### config.mk
export PLATFORM = sky130hd
export DESIGN_NAME = atg_regs_top
export DESIGN_NICKNAME = d
export VERILOG_FILES = /design/src/atg_pkg.sv /design/src/atg_apb_decode.sv /design/src/atg_ctl_regs.sv /design/src/atg_err_regs.sv /design/src/atg_rd_resp.sv /design/src/atg_regs_top.sv
export VERILOG_INCLUDE_DIRS = /design/src /design/src/src
export SDC_FILE = /design/constraint.sdc
export NUM_CORES = 1
export LEC_CHECK = 0
export BUFFER_PORTS_ARGS = -buffer_cell sky130_fd_sc_hd__buf_2
export CORE_ASPECT_RATIO = 1.4
export CORE_UTILIZATION = 23
export CTS_CLUSTER_DIAMETER = 100
export DETAILED_ROUTE_END_ITERATION = 8
export PLACE_DENSITY_LB_ADDON = 0.3
export SYNTH_ARGS = -nofsm -noshare
export SYNTH_HDL_FRONTEND = slang
export SYNTH_SLANG_ARGS = --single-unit
### constraint.sdc
create_clock -name Clk -period 3.8 [get_ports Clk]
set_input_delay 0.76 -clock Clk [delete_from_list [all_inputs] [get_ports Clk]]
set_output_delay 0.76 -clock Clk [all_outputs]
set_load 0.03 [all_outputs]
### src/atg_params.svh
`ifndef ATG_PARAMS_SVH
`define ATG_PARAMS_SVH

// bus and register widths
`define ATG_DATA_W        32
`define ATG_ADDR_W        8
`define ATG_SLV_ERR_W     16
`define ATG_SLVCTL_BITS   20
`define ATG_MSTCTL_BITS   16

// register indices, paddr / 4
`define ATG_IDX_CTRL      3'd0
`define ATG_IDX_SLVCTL    3'd1
`define ATG_IDX_ERRSTS    3'd2
`define ATG_IDX_ERREN     3'd3
`define ATG_IDX_MSTCTL    3'd4
`define ATG_IDX_CONFIG    3'd5
`define ATG_IDX_NONE      3'd7
`define ATG_NUM_REGS      6

// CTRL bit positions
`define ATG_CTRL_EN_BIT   20
`define ATG_CTRL_LOOP_BIT 19
// error signalling enable in SLVCTL and MSTCTL
`define ATG_ERRSIG_BIT    15

// reset values and revision
`define ATG_REV           8'h27
`define ATG_ERREN_RESET   32'h8000_0000

// build configuration
`define ATG_M_DATA_W        64
`define ATG_S_DATA_W        32
`define ATG_MODE_BASIC      0
`define ATG_MODE_STATIC     0
`define ATG_MODE_SLVONLY    0
`define ATG_MODE_SYSINIT    0
`define ATG_MODE_STREAMING  0

`endif

### src/atg_pkg.sv
`include "atg_params.svh"

package atg_pkg;

  // register selected by the captured address
  typedef enum logic [2:0] {
    REG_CTRL   = `ATG_IDX_CTRL,
    REG_SLVCTL = `ATG_IDX_SLVCTL,
    REG_ERRSTS = `ATG_IDX_ERRSTS,
    REG_ERREN  = `ATG_IDX_ERREN,
    REG_MSTCTL = `ATG_IDX_MSTCTL,
    REG_CONFIG = `ATG_IDX_CONFIG,
    REG_NONE   = `ATG_IDX_NONE
  } reg_addr_e;

  // captured APB request, valid during the access cycle
  typedef struct packed {
    logic                   valid;
    logic                   write;
    reg_addr_e              addr;
    logic [`ATG_DATA_W-1:0] wdata;
  } apb_req_t;

  // master side error events
  // field order matches ERRSTS bits 20 down to 16
  typedef struct packed {
    logic mr_unexp;
    logic b_resp_unexp;
    logic b_resp_bad;
    logic mr_resp_bad;
    logic mr_bad_last;
  } mst_err_t;

  // run control and stored control register bits
  typedef struct packed {
    logic                        enable;
    logic                        loop_en;
    logic [`ATG_SLVCTL_BITS-1:0] slvctl;
    logic [`ATG_MSTCTL_BITS-1:0] mstctl;
  } ctl_state_t;

endpackage

### src/atg_apb_decode.sv
`timescale 1ns/1ns
`include "atg_params.svh"

module atg_apb_decode (
  input  logic                   Clk,
  input  logic                   rst_l,
  input  logic                   psel,
  input  logic                   penable,
  input  logic                   pwrite,
  input  logic [`ATG_ADDR_W-1:0] paddr,
  input  logic [`ATG_DATA_W-1:0] pwdata,
  output atg_pkg::apb_req_t      req
);

  import atg_pkg::*;

  logic                   valid_q;
  logic                   write_q;
  reg_addr_e              addr_q;
  logic [`ATG_DATA_W-1:0] wdata_q;
  logic                   setup;

  // word index, anything unaligned or out of range is unmapped
  function automatic reg_addr_e map_addr(input logic [`ATG_ADDR_W-1:0] a);
    logic [`ATG_ADDR_W-3:0] idx;
    idx = a[`ATG_ADDR_W-1:2];
    if (a[1:0] != 2'b00 || idx >= `ATG_NUM_REGS) begin
      return REG_NONE;
    end
    return reg_addr_e'(idx[2:0]);
  endfunction

  assign setup = psel && !penable;

  // valid lasts exactly one cycle, the access phase
  always_ff @(posedge Clk) begin
    if (!rst_l) begin
      valid_q <= 1'b0;
    end else begin
      valid_q <= setup;
    end
  end

  always_ff @(posedge Clk) begin
    if (setup) begin
      write_q <= pwrite;
      addr_q  <= map_addr(paddr);
      wdata_q <= pwdata;
    end
  end

  assign req = '{valid: valid_q, write: write_q, addr: addr_q, wdata: wdata_q};

  // an access phase must follow a captured setup phase
  a_access_after_setup: assert property (@(posedge Clk) disable iff (!rst_l)
    psel && penable |-> req.valid);

endmodule

### src/atg_ctl_regs.sv
`timescale 1ns/1ns
`include "atg_params.svh"

module atg_ctl_regs (
  input  logic                Clk,
  input  logic                rst_l,
  input  atg_pkg::apb_req_t   req,
  input  logic                global_start,
  input  logic                global_stop,
  input  logic                mr_done,
  input  logic                mw_done,
  output atg_pkg::ctl_state_t ctl,
  output logic                run_start
);

  import atg_pkg::*;

  logic start_q;
  logic stop_q;
  logic start_pulse;
  logic stop_pulse;
  logic run_done;
  logic wr_ctrl;
  logic wr_slvctl;
  logic wr_mstctl;

  // previous levels of the global inputs
  always_ff @(posedge Clk) begin
    if (!rst_l) begin
      start_q <= 1'b0;
      stop_q  <= 1'b0;
    end else begin
      start_q <= global_start;
      stop_q  <= global_stop;
    end
  end

  assign start_pulse = global_start && !start_q;
  assign stop_pulse  = global_stop && !stop_q;
  assign run_done    = mr_done && mw_done;

  assign wr_ctrl   = req.valid && req.write && (req.addr == REG_CTRL);
  assign wr_slvctl = req.valid && req.write && (req.addr == REG_SLVCTL);
  assign wr_mstctl = req.valid && req.write && (req.addr == REG_MSTCTL);

  // set has priority over the done clear
  assign run_start = (wr_ctrl && req.wdata[`ATG_CTRL_EN_BIT]) || start_pulse;

  always_ff @(posedge Clk) begin
    if (!rst_l) begin
      ctl <= '0;
    end else begin
      if (run_start) begin
        ctl.enable <= 1'b1;
      end else if (run_done) begin
        ctl.enable <= 1'b0;
      end
      // a CTRL write beats the stop edge
      if (wr_ctrl) begin
        ctl.loop_en <= req.wdata[`ATG_CTRL_LOOP_BIT];
      end else if (stop_pulse) begin
        ctl.loop_en <= 1'b0;
      end
      if (wr_slvctl) begin
        ctl.slvctl <= req.wdata[`ATG_SLVCTL_BITS-1:0];
      end
      if (wr_mstctl) begin
        ctl.mstctl <= req.wdata[`ATG_MSTCTL_BITS-1:0];
      end
    end
  end

  a_done_clears_enable: assert property (@(posedge Clk) disable iff (!rst_l)
    run_done && !run_start |=> !ctl.enable);

endmodule

### src/atg_err_regs.sv
`timescale 1ns/1ns
`include "atg_params.svh"

module atg_err_regs (
  input  logic                     Clk,
  input  logic                     rst_l,
  input  atg_pkg::apb_req_t        req,
  input  atg_pkg::ctl_state_t      ctl,
  input  logic                     run_start,
  input  logic                     mr_done,
  input  logic                     mw_done,
  input  logic [`ATG_SLV_ERR_W-1:0] slv_err,
  input  atg_pkg::mst_err_t        mst_err,
  output logic [`ATG_DATA_W-1:0]   errsts,
  output logic [`ATG_DATA_W-1:0]   erren,
  output logic                     err_out,
  output logic                     irq_out
);

  import atg_pkg::*;

  logic                   wr_errsts;
  logic                   wr_erren;
  logic [`ATG_DATA_W-1:0] events;
  logic [`ATG_DATA_W-1:0] cleared;
  logic [`ATG_DATA_W-1:0] errsts_nxt;
  logic                   err_slv;
  logic                   err_mst;

  assign wr_errsts = req.valid && req.write && (req.addr == REG_ERRSTS);
  assign wr_erren  = req.valid && req.write && (req.addr == REG_ERREN);

  // done in bit 31, master events 20:16, slave events 15:0
  assign events = {mr_done && mw_done, 10'b0, mst_err, slv_err};

  // write one to clear, new events win over the clear
  assign cleared    = wr_errsts ? (errsts & ~req.wdata) : errsts;
  assign errsts_nxt = run_start ? '0 : (cleared | (events & erren));

  always_ff @(posedge Clk) begin
    if (!rst_l) begin
      errsts <= '0;
      erren  <= `ATG_ERREN_RESET;
    end else begin
      errsts <= errsts_nxt;
      if (wr_erren) begin
        erren <= req.wdata;
      end
    end
  end

  // summary looks at the registered status
  assign err_slv = ctl.slvctl[`ATG_ERRSIG_BIT] && (errsts[`ATG_SLV_ERR_W-1:0] != '0);
  assign err_mst = ctl.mstctl[`ATG_ERRSIG_BIT] &&
                   (errsts[`ATG_DATA_W-2:`ATG_SLV_ERR_W] != '0);

  always_ff @(posedge Clk) begin
    if (!rst_l) begin
      err_out <= 1'b0;
    end else begin
      err_out <= err_slv || err_mst;
    end
  end

  assign irq_out = errsts[`ATG_DATA_W-1];

  // a new run always starts from a clean status
  a_run_start_clears: assert property (@(posedge Clk) disable iff (!rst_l)
    run_start |=> (errsts == '0));

endmodule

### src/atg_rd_resp.sv
`timescale 1ns/1ns
`include "atg_params.svh"

module atg_rd_resp (
  input  atg_pkg::apb_req_t      req,
  input  atg_pkg::ctl_state_t    ctl,
  input  logic [`ATG_DATA_W-1:0] errsts,
  input  logic [`ATG_DATA_W-1:0] erren,
  output logic                   pready,
  output logic [`ATG_DATA_W-1:0] prdata,
  output logic                   pslverr
);

  import atg_pkg::*;

  logic [`ATG_DATA_W-1:0] ctrl_word;
  logic [`ATG_DATA_W-1:0] config_word;
  logic                   mode_full;

  // AXI data width to CONFIG code
  function automatic logic [2:0] width_code(input int w);
    case (w)
      64:      return 3'd1;
      128:     return 3'd2;
      256:     return 3'd3;
      512:     return 3'd4;
      default: return 3'd0;
    endcase
  endfunction

  assign mode_full = (`ATG_MODE_BASIC == 0) && (`ATG_MODE_STATIC == 0) &&
                     (`ATG_MODE_SLVONLY == 0) && (`ATG_MODE_SYSINIT == 0) &&
                     (`ATG_MODE_STREAMING == 0);

  always_comb begin
    ctrl_word = '0;
    ctrl_word[31:24] = `ATG_REV;
    ctrl_word[`ATG_CTRL_EN_BIT] = ctl.enable;
    ctrl_word[`ATG_CTRL_LOOP_BIT] = ctl.loop_en;

    config_word = '0;
    config_word[30:28] = width_code(`ATG_M_DATA_W);
    config_word[27:25] = width_code(`ATG_S_DATA_W);
    config_word[24] = mode_full;
    config_word[23] = (`ATG_MODE_BASIC != 0);
    config_word[22] = (`ATG_MODE_STATIC != 0);
    config_word[21] = (`ATG_MODE_SLVONLY != 0);
    config_word[20] = (`ATG_MODE_SYSINIT != 0);
    config_word[19] = (`ATG_MODE_STREAMING != 0);
  end

  // no wait states, response in the access cycle
  assign pready  = req.valid;
  assign pslverr = req.valid && (req.addr == REG_NONE);

  always_comb begin
    prdata = '0;
    if (req.valid) begin
      case (req.addr)
        REG_CTRL:   prdata = ctrl_word;
        REG_SLVCTL: prdata = `ATG_DATA_W'(ctl.slvctl);
        REG_ERRSTS: prdata = errsts;
        REG_ERREN:  prdata = erren;
        REG_MSTCTL: prdata = `ATG_DATA_W'(ctl.mstctl);
        REG_CONFIG: prdata = config_word;
        default:    prdata = '0;
      endcase
    end
  end

endmodule

### src/atg_regs_top.sv
`timescale 1ns/1ns
`include "atg_params.svh"

module atg_regs_top (
  input  logic                      Clk,
  input  logic                      rst_l,
  input  logic                      psel,
  input  logic                      penable,
  input  logic                      pwrite,
  input  logic [`ATG_ADDR_W-1:0]    paddr,
  input  logic [`ATG_DATA_W-1:0]    pwdata,
  output logic                      pready,
  output logic [`ATG_DATA_W-1:0]    prdata,
  output logic                      pslverr,
  input  logic                      global_start,
  input  logic                      global_stop,
  input  logic                      mr_done,
  input  logic                      mw_done,
  input  logic [`ATG_SLV_ERR_W-1:0] slv_err,
  input  atg_pkg::mst_err_t         mst_err,
  output logic                      run_enable,
  output logic                      loop_en,
  output logic                      sgl_slv_rd,
  output logic                      sgl_slv_wr,
  output logic                      disallow_excl,
  output logic                      wrs_block_rds,
  output logic                      err_out,
  output logic                      irq_out
);

  import atg_pkg::*;

  apb_req_t               req;
  ctl_state_t             ctl;
  logic                   run_start;
  logic [`ATG_DATA_W-1:0] errsts;
  logic [`ATG_DATA_W-1:0] erren;

  atg_apb_decode atg_apb_decode_i (
    .Clk     (Clk),
    .rst_l   (rst_l),
    .psel    (psel),
    .penable (penable),
    .pwrite  (pwrite),
    .paddr   (paddr),
    .pwdata  (pwdata),
    .req     (req)
  );

  atg_ctl_regs atg_ctl_regs_i (
    .Clk          (Clk),
    .rst_l        (rst_l),
    .req          (req),
    .global_start (global_start),
    .global_stop  (global_stop),
    .mr_done      (mr_done),
    .mw_done      (mw_done),
    .ctl          (ctl),
    .run_start    (run_start)
  );

  atg_err_regs atg_err_regs_i (
    .Clk       (Clk),
    .rst_l     (rst_l),
    .req       (req),
    .ctl       (ctl),
    .run_start (run_start),
    .mr_done   (mr_done),
    .mw_done   (mw_done),
    .slv_err   (slv_err),
    .mst_err   (mst_err),
    .errsts    (errsts),
    .erren     (erren),
    .err_out   (err_out),
    .irq_out   (irq_out)
  );

  atg_rd_resp atg_rd_resp_i (
    .req     (req),
    .ctl     (ctl),
    .errsts  (errsts),
    .erren   (erren),
    .pready  (pready),
    .prdata  (prdata),
    .pslverr (pslverr)
  );

  // control outputs straight from the stored bits
  assign run_enable    = ctl.enable;
  assign loop_en       = ctl.loop_en;
  assign sgl_slv_rd    = ctl.slvctl[16];
  assign sgl_slv_wr    = ctl.slvctl[17];
  assign disallow_excl = ctl.slvctl[18];
  assign wrs_block_rds = ctl.slvctl[19];

endmodule

Word-level counts from Yosys, hierarchy flattened
Cells that the tools add are included.
{ "totals": {"register_bits": 142, "latchBits": 0, "ram_bits": 0, "mem_bits_ro": 0, "in_bits": 70, "output_inout_bits": 42, "wordCells": 63, "n_memories": 0} }
{ "op_classes": {"addsub": 0, "multipliers": 0, "div_mod_pow": 0, "n_lt_le_gt_ge": 1, "eq_ne": 6, "n_shift": 0, "muxes": 11, "n_bitwise": 5, "n_reduce_logical": 27} }
{ "op_table": {"columns": ["operator", "count"], "rows": [
  ["case mux 32 bit (6 select lines)", 1],
  ["bitwise AND 32 bit", 2],
  ["two-way mux 32 bit", 2],
  ["NOT 32 bit", 1],
  ["bitwise OR 32 bit", 1],
  ["nonzero test 16 bit", 1],
  ["nonzero test 15 bit", 1],
  ["logical AND 1 bit", 14],
  ["equality test 3 bit (second input constant)", 3],
  ["equality test 3 x 2 -> 1 bit (second input constant)", 2],
  ["greater-or-equal comparator 6 x 3 -> 1 bit (second input constant)", 1],
  ["two-way mux 1 bit", 6],
  ["two-way mux 3 bit", 2],
  ["nonzero test 2 bit", 3],
  ["equality test 3 x 1 -> 1 bit (second input constant)", 1],
  ["logical NOT 1 bit", 3],
  ["logical NOT 3 bit", 1],
  ["logical OR 1 bit", 3],
  ["OR reduction 2 bit", 1],
  ["NOT 1 bit", 1]
]} }

Depth between registers and ports, before layout
{ "logic_depth": {"depth_word": 5, "depth_mapped": 6} }

By module
Synthesis repeated with hierarchy kept, for this count alone.
{ "hier_totals": {"hier_cells": 638, "hier_area_um2": 6463.7} }
{ "modules_own_cells": {"columns": ["mod", "n_inst", "cells_per_inst", "area_each_um2", "seq_area_each_um2"], "rows": [
  ["atg_err_regs", 1, 312, 2713.9, 1301.2],
  ["atg_ctl_regs", 1, 158, 1565.3, 800.8],
  ["atg_apb_decode", 1, 49, 1167.4, 1101.1],
  ["atg_rd_resp", 1, 119, 1017.2, 0.0]
]} }

Least setup slack after synthesis
No wires, ideal clock.
{ "synth_timing": {"kind": "input to register", "start": "input port penable", "end": "register atg_apb_decode_i.addr_q[0] (enable)", "t_arrival_ps": 2409, "t_required_ps": 3365, "path_slack_ps": 956, "cell_stages": 1, "path_buffers": 0, "cell_sequence": "nor2b_1"} }
{ "synth_between": {"elab_chain_len": 2} }
{ "synth_rtl": {"columns": ["item", "line", "text"], "rows": [
  ["start, declared", "atg_regs_top.sv:8", "input logic penable,"],
  ["logical NOT 1 bit", "atg_apb_decode.sv:33", "assign setup = psel && !penable;"],
  ["logical AND 1 bit", "atg_apb_decode.sv:33", null],
  ["end signal, assigned", "atg_apb_decode.sv:47", "addr_q <= map_addr(paddr);"],
  ["end, declared", "atg_apb_decode.sv:19", "reg_addr_e addr_q;"]
]} }
No other way between the ends.
A chain may end at the register's enable or synchronous reset.

Worst setup path after layout
{ "layout_timing": {"start": "register atg_apb_decode_i.addr_q[2]", "end": "output port prdata[0]"} }
{ "layout_between": {"elab_chain_len": 3, "word_cells_on_any_way": 8, "cone_classes": "eq/ne: 5; mux: 2; reduce/logical: 1"} }
{ "layout_rtl": {"columns": ["item", "line", "text"], "rows": [
  ["equality test 3 bit, or another cell as far along", "atg_rd_resp.sv:59", "case (req.addr)"],
  ["case mux 32 bit (6 select lines) *", "atg_rd_resp.sv:59", null],
  ["two-way mux 32 bit *", "atg_rd_resp.sv:58", "if (req.valid) begin"],
  ["end, declared", "atg_regs_top.sv:13", "output logic [`ATG_DATA_W-1:0] prdata,"]
]} }
Every way passes the cells marked *; elsewhere a longest branch is shown, timed or not.

==> results.json <==
{
  "clock_latency_ns": 0.43,
  "finalHoldViolCount": 0,
  "synthToLayoutAreaGrowth_pct": 24.99,
  "grt_first_pass_wirelength_mm": 30.82,
  "drt-pass1-iter-count": 4,
  "overflow": 0,
  "hold_depth": 1,
  "final_common_cell": "a21oi_1",
  "worst_pin_slew_ns": 1.024,
  "cpPeakStageDelay_ns": 0.62,
  "antenna_cells": 0,
  "ios": 112,
  "netlist_instances": 656,
  "hp-start": "atg_apb_decode_i.wdata_q[21]$_DFFE_PP_",
  "cts_tree": "built",
  "multi_input_area_sq_mm": 0.002559,
  "rr_endpoint": "atg_err_regs_i.errsts[26]$_SDFFE_PP0N_",
  "synthAdderAreaFrac": 0,
  "synth_xor_area_frac": 0,
  "r2r_cells": 5,
  "start_util": 0.2350,
  "synth_nets": 726,
  "routedWlPerCell_um": 18.40,
  "synth_edf_count": 36,
  "synth_top_family_by_area": "compound AO/OA/AOI/OAI gates",
  "clock-sinks": 142,
  "path_class": "flip-flop to output pin",
  "cts-htree-levels": 4,
  "critical_path_buf_inv_count": 2,
  "placementRows": 70,
  "cts_hold_buf": 0,
  "r2r-start": "atg_apb_decode_i.addr_q[1]$_SDFFCE_PP1P_",
  "crit_slowest_cell": "edfxtp_1",
  "rsz0062_at_grt": "no",
  "die_h_um": 195.5,
  "crit_path_max_fanout": 17,
  "clockBufferDepth": 2,
  "leakage_nw": 2.649,
  "grt_antenna_before_repair": 0,
  "final_cell_mix": "112 x a21oi_1, 111 x buf_2, 106 x dfxtp_1",
  "postLayoutCoreUtil": 0.2937,
  "grt_pass1_vias": 5252,
  "place.gp.congestion": 0.7399,
  "end_kind": "output pin",
  "final-setup-viol-count": 0,
  "drt_iter0_drc": 357,
  "synth-compound-area-share": 0.2735,
  "hold_ws_ns": 0.4463,
  "cp_top_family": "simple AND/OR/NAND/NOR gates",
  "synthFlopType": "dfxtp_1",
  "hold_class": "flip-flop to flip-flop",
  "drtAntennaViolNets": 0,
  "cp-start-kind": "flip-flop",
  "synthArstFlopShare": 0,
  "yosys_warnings": 0,
  "vias": 5349,
  "slew-limit-headroom": 0.3159,
  "post-route-min-period_ns": 3.342,
  "regArea_sq_mm": 0.003203,
  "crit_start": "atg_apb_decode_i.addr_q[2]$_SDFFCE_PP1P_",
  "rrSetupSlack_ns": 1.29,
  "required_ns": 3.04,
  "numCtsBuffers": 17,
  "coreArea_sq_mm": 0.02619,
  "final_max_slew_viol_count": 0,
  "synthMuxAreaShare": 0.01037,
  "syn_area_sq_mm": 0.006153,
  "syn_area_per_cell_sq_um": 9.380,
  "grt_max_degree": 48,
  "routed_wl_mm": 19.97,
  "yosysUniqueCellTypes": 47,
  "post-route-period-util": 0.8794,
  "finalClockSkew_ns": 0.009338,
  "worstPathArrival_ns": 2.58,
  "hpwl_mm": 13.43,
  "cts_resized": 0,
  "drc": 0,
  "worstPathCellList": "nand2_1 -> nand2_1 -> buf_4 -> a21oi_1 -> buf_2",
  "p_per_area_mw_per_mm2": 475.1,
  "die_w_um": 140.2,
  "yosys.area_share.simple": 0.1273,
  "synth_seq_cells": 142,
  "n_fill_cell": 2750,
  "setup_tns_ns": 0,
  "cts_root_buf": "clkbuf_16",
  "ir_worst_vdd_uv": 269.0,
  "drt-vias-per-instance": 4.930,
  "ys_seq_area_frac": 0.5205,
  "layout.nets": 819,
  "critical_path_depth": 5,
  "port-buffer-count": 111,
  "die-area_sq_mm": 0.02742,
  "clk_pin_slew_worst_paths_ns": 0.06,
  "maxCapViolCount": 0,
  "status": "complete, no violations",
  "drive_gt1_frac": 0.2615,
  "post_cts_buffers": 0,
  "crit_top_cell": "nand2_1",
  "whs_endpoint": "atg_err_regs_i.errsts[21]$_SDFFE_PP0N_",
  "max_freq_ghz": 0.2992,
  "grtUsageTotal": 0.1496
}
-- final cells by class --
cell class                      instances  share of cell area
Clock buffer                           19             0.06035
Clock inverter                         12             0.02359
Inverter                               34             0.01659
Multi-Input combinational cell        422              0.3327
Sequential cell                       142              0.4165
Tap cell                              324             0.05271
Timing Repair Buffer                  132             0.09761
-- cell usage after synthesis, drive strengths merged (3+ instances only) --
| library cell | number | area (sq um) |
|---|---|---|
| o21ai | 69 | 345.3 |
| nor2b | 3 | 18.77 |
| clkbuf | 21 | 78.83 |
| nor3b | 3 | 50.05 |
| a21oi | 112 | 560.5 |
| and2 | 5 | 31.28 |
| inv | 33 | 123.9 |
| nand3 | 68 | 340.3 |
| buf | 37 | 214.0 |
| or3b | 3 | 26.28 |
| or2 | 4 | 25.02 |
| dfxtp | 106 | 2122 |
| o31ai | 23 | 272.8 |
| mux2i | 3 | 30.03 |
| nor4 | 8 | 50.05 |
| a22oi | 42 | 315.3 |
| nor2 | 11 | 43.80 |
| edfxtp | 36 | 1081 |
| a211oi | 10 | 75.07 |
| nand2b | 3 | 18.77 |
| mux2 | 3 | 33.78 |
| a21o | 3 | 22.52 |
| nand2 | 30 | 112.6 |
-- how the worst max path moves through the flow --
stage | endpoint | slack (ns)
after floorplan | atg_apb_decode_i.addr_q[0]$_SDFFCE_PP1P_ | 0.96
after global placement | prdata[0] | 0.94
after detailed placement | prdata[0] | 0.89
after CTS | prdata[0] | 0.42
after global routing | prdata[0] | 0.29
final | prdata[0] | 0.46
-- routing by layer --
| metal | vias up | GRT usage | routed length [um] |
|---|---|---|---|
| met3 | 22 | 0.02918 | 863 |
| met2 | 156 | 0.2570 | 10110 |
| met4 | 0 | 0.06064 | 404 |
| li1 | 2593 | - | - |
| met1 | 2578 | 0.1820 | 8585 |
| met5 | - | 0 | 0 |
-- state kept, by name (all words and copies together) (netlist names) --
signal	cells
atg_apb_decode_i.addr_q	3
atg_apb_decode_i.valid_q	1
atg_apb_decode_i.wdata_q	32
atg_apb_decode_i.write_q	1
atg_ctl_regs_i.ctl	38
atg_ctl_regs_i.start_q	1
atg_ctl_regs_i.stop_q	1
atg_err_regs_i.err_out	1
atg_err_regs_i.erren	32
atg_err_regs_i.errsts	32
-- per-stage QoR --
| step | power (W) | std cells | area (sq um) | setup slack [ns] |
|---|---|---|---|---|
| final | 0.003654 | 1085 | 7691 | 0.4581 |
| after global routing | 0.003775 | 1085 | 7691 | 0.2916 |
| after CTS | 0.003697 | 1085 | 7691 | 0.4246 |
| after detailed placement | 0.001864 | 1054 | 7046 | 0.8875 |
| after global placement | 0.001863 | 1054 | 7046 | 0.9416 |
| after floorplan | 0.001753 | 656 | 6153 | 0.9563 |
-- power by group --
part	total (W)	internal, W	switching (W)
logic	0.000208	0.0000659	0.000142
registers	0.00162	0.00158	0.0000337
clock network	0.00183	0.00116	0.000672
total	0.00365	0.00281	0.000848
-- worst reg2reg max path: stages (launching register included) --
cell and delay, ns:
edfxtp_1 0.53, buf_4 0.27, nand4bb_1 0.34, o311ai_4 0.90, buf_12 0.26, a211oi_1 0.07
-- cells by family (layout without fill, tap and decap cells) --
| group | count (synthesis) | in the layout |
|---|---|---|
| simple gates | 147 | 147 |
| compound gates | 269 | 269 |
| mux | 6 | 6 |
| flops | 142 | 142 |
| buf+inv | 92 | 197 |
No activity file was read; power rests on OpenSTA's default activity.
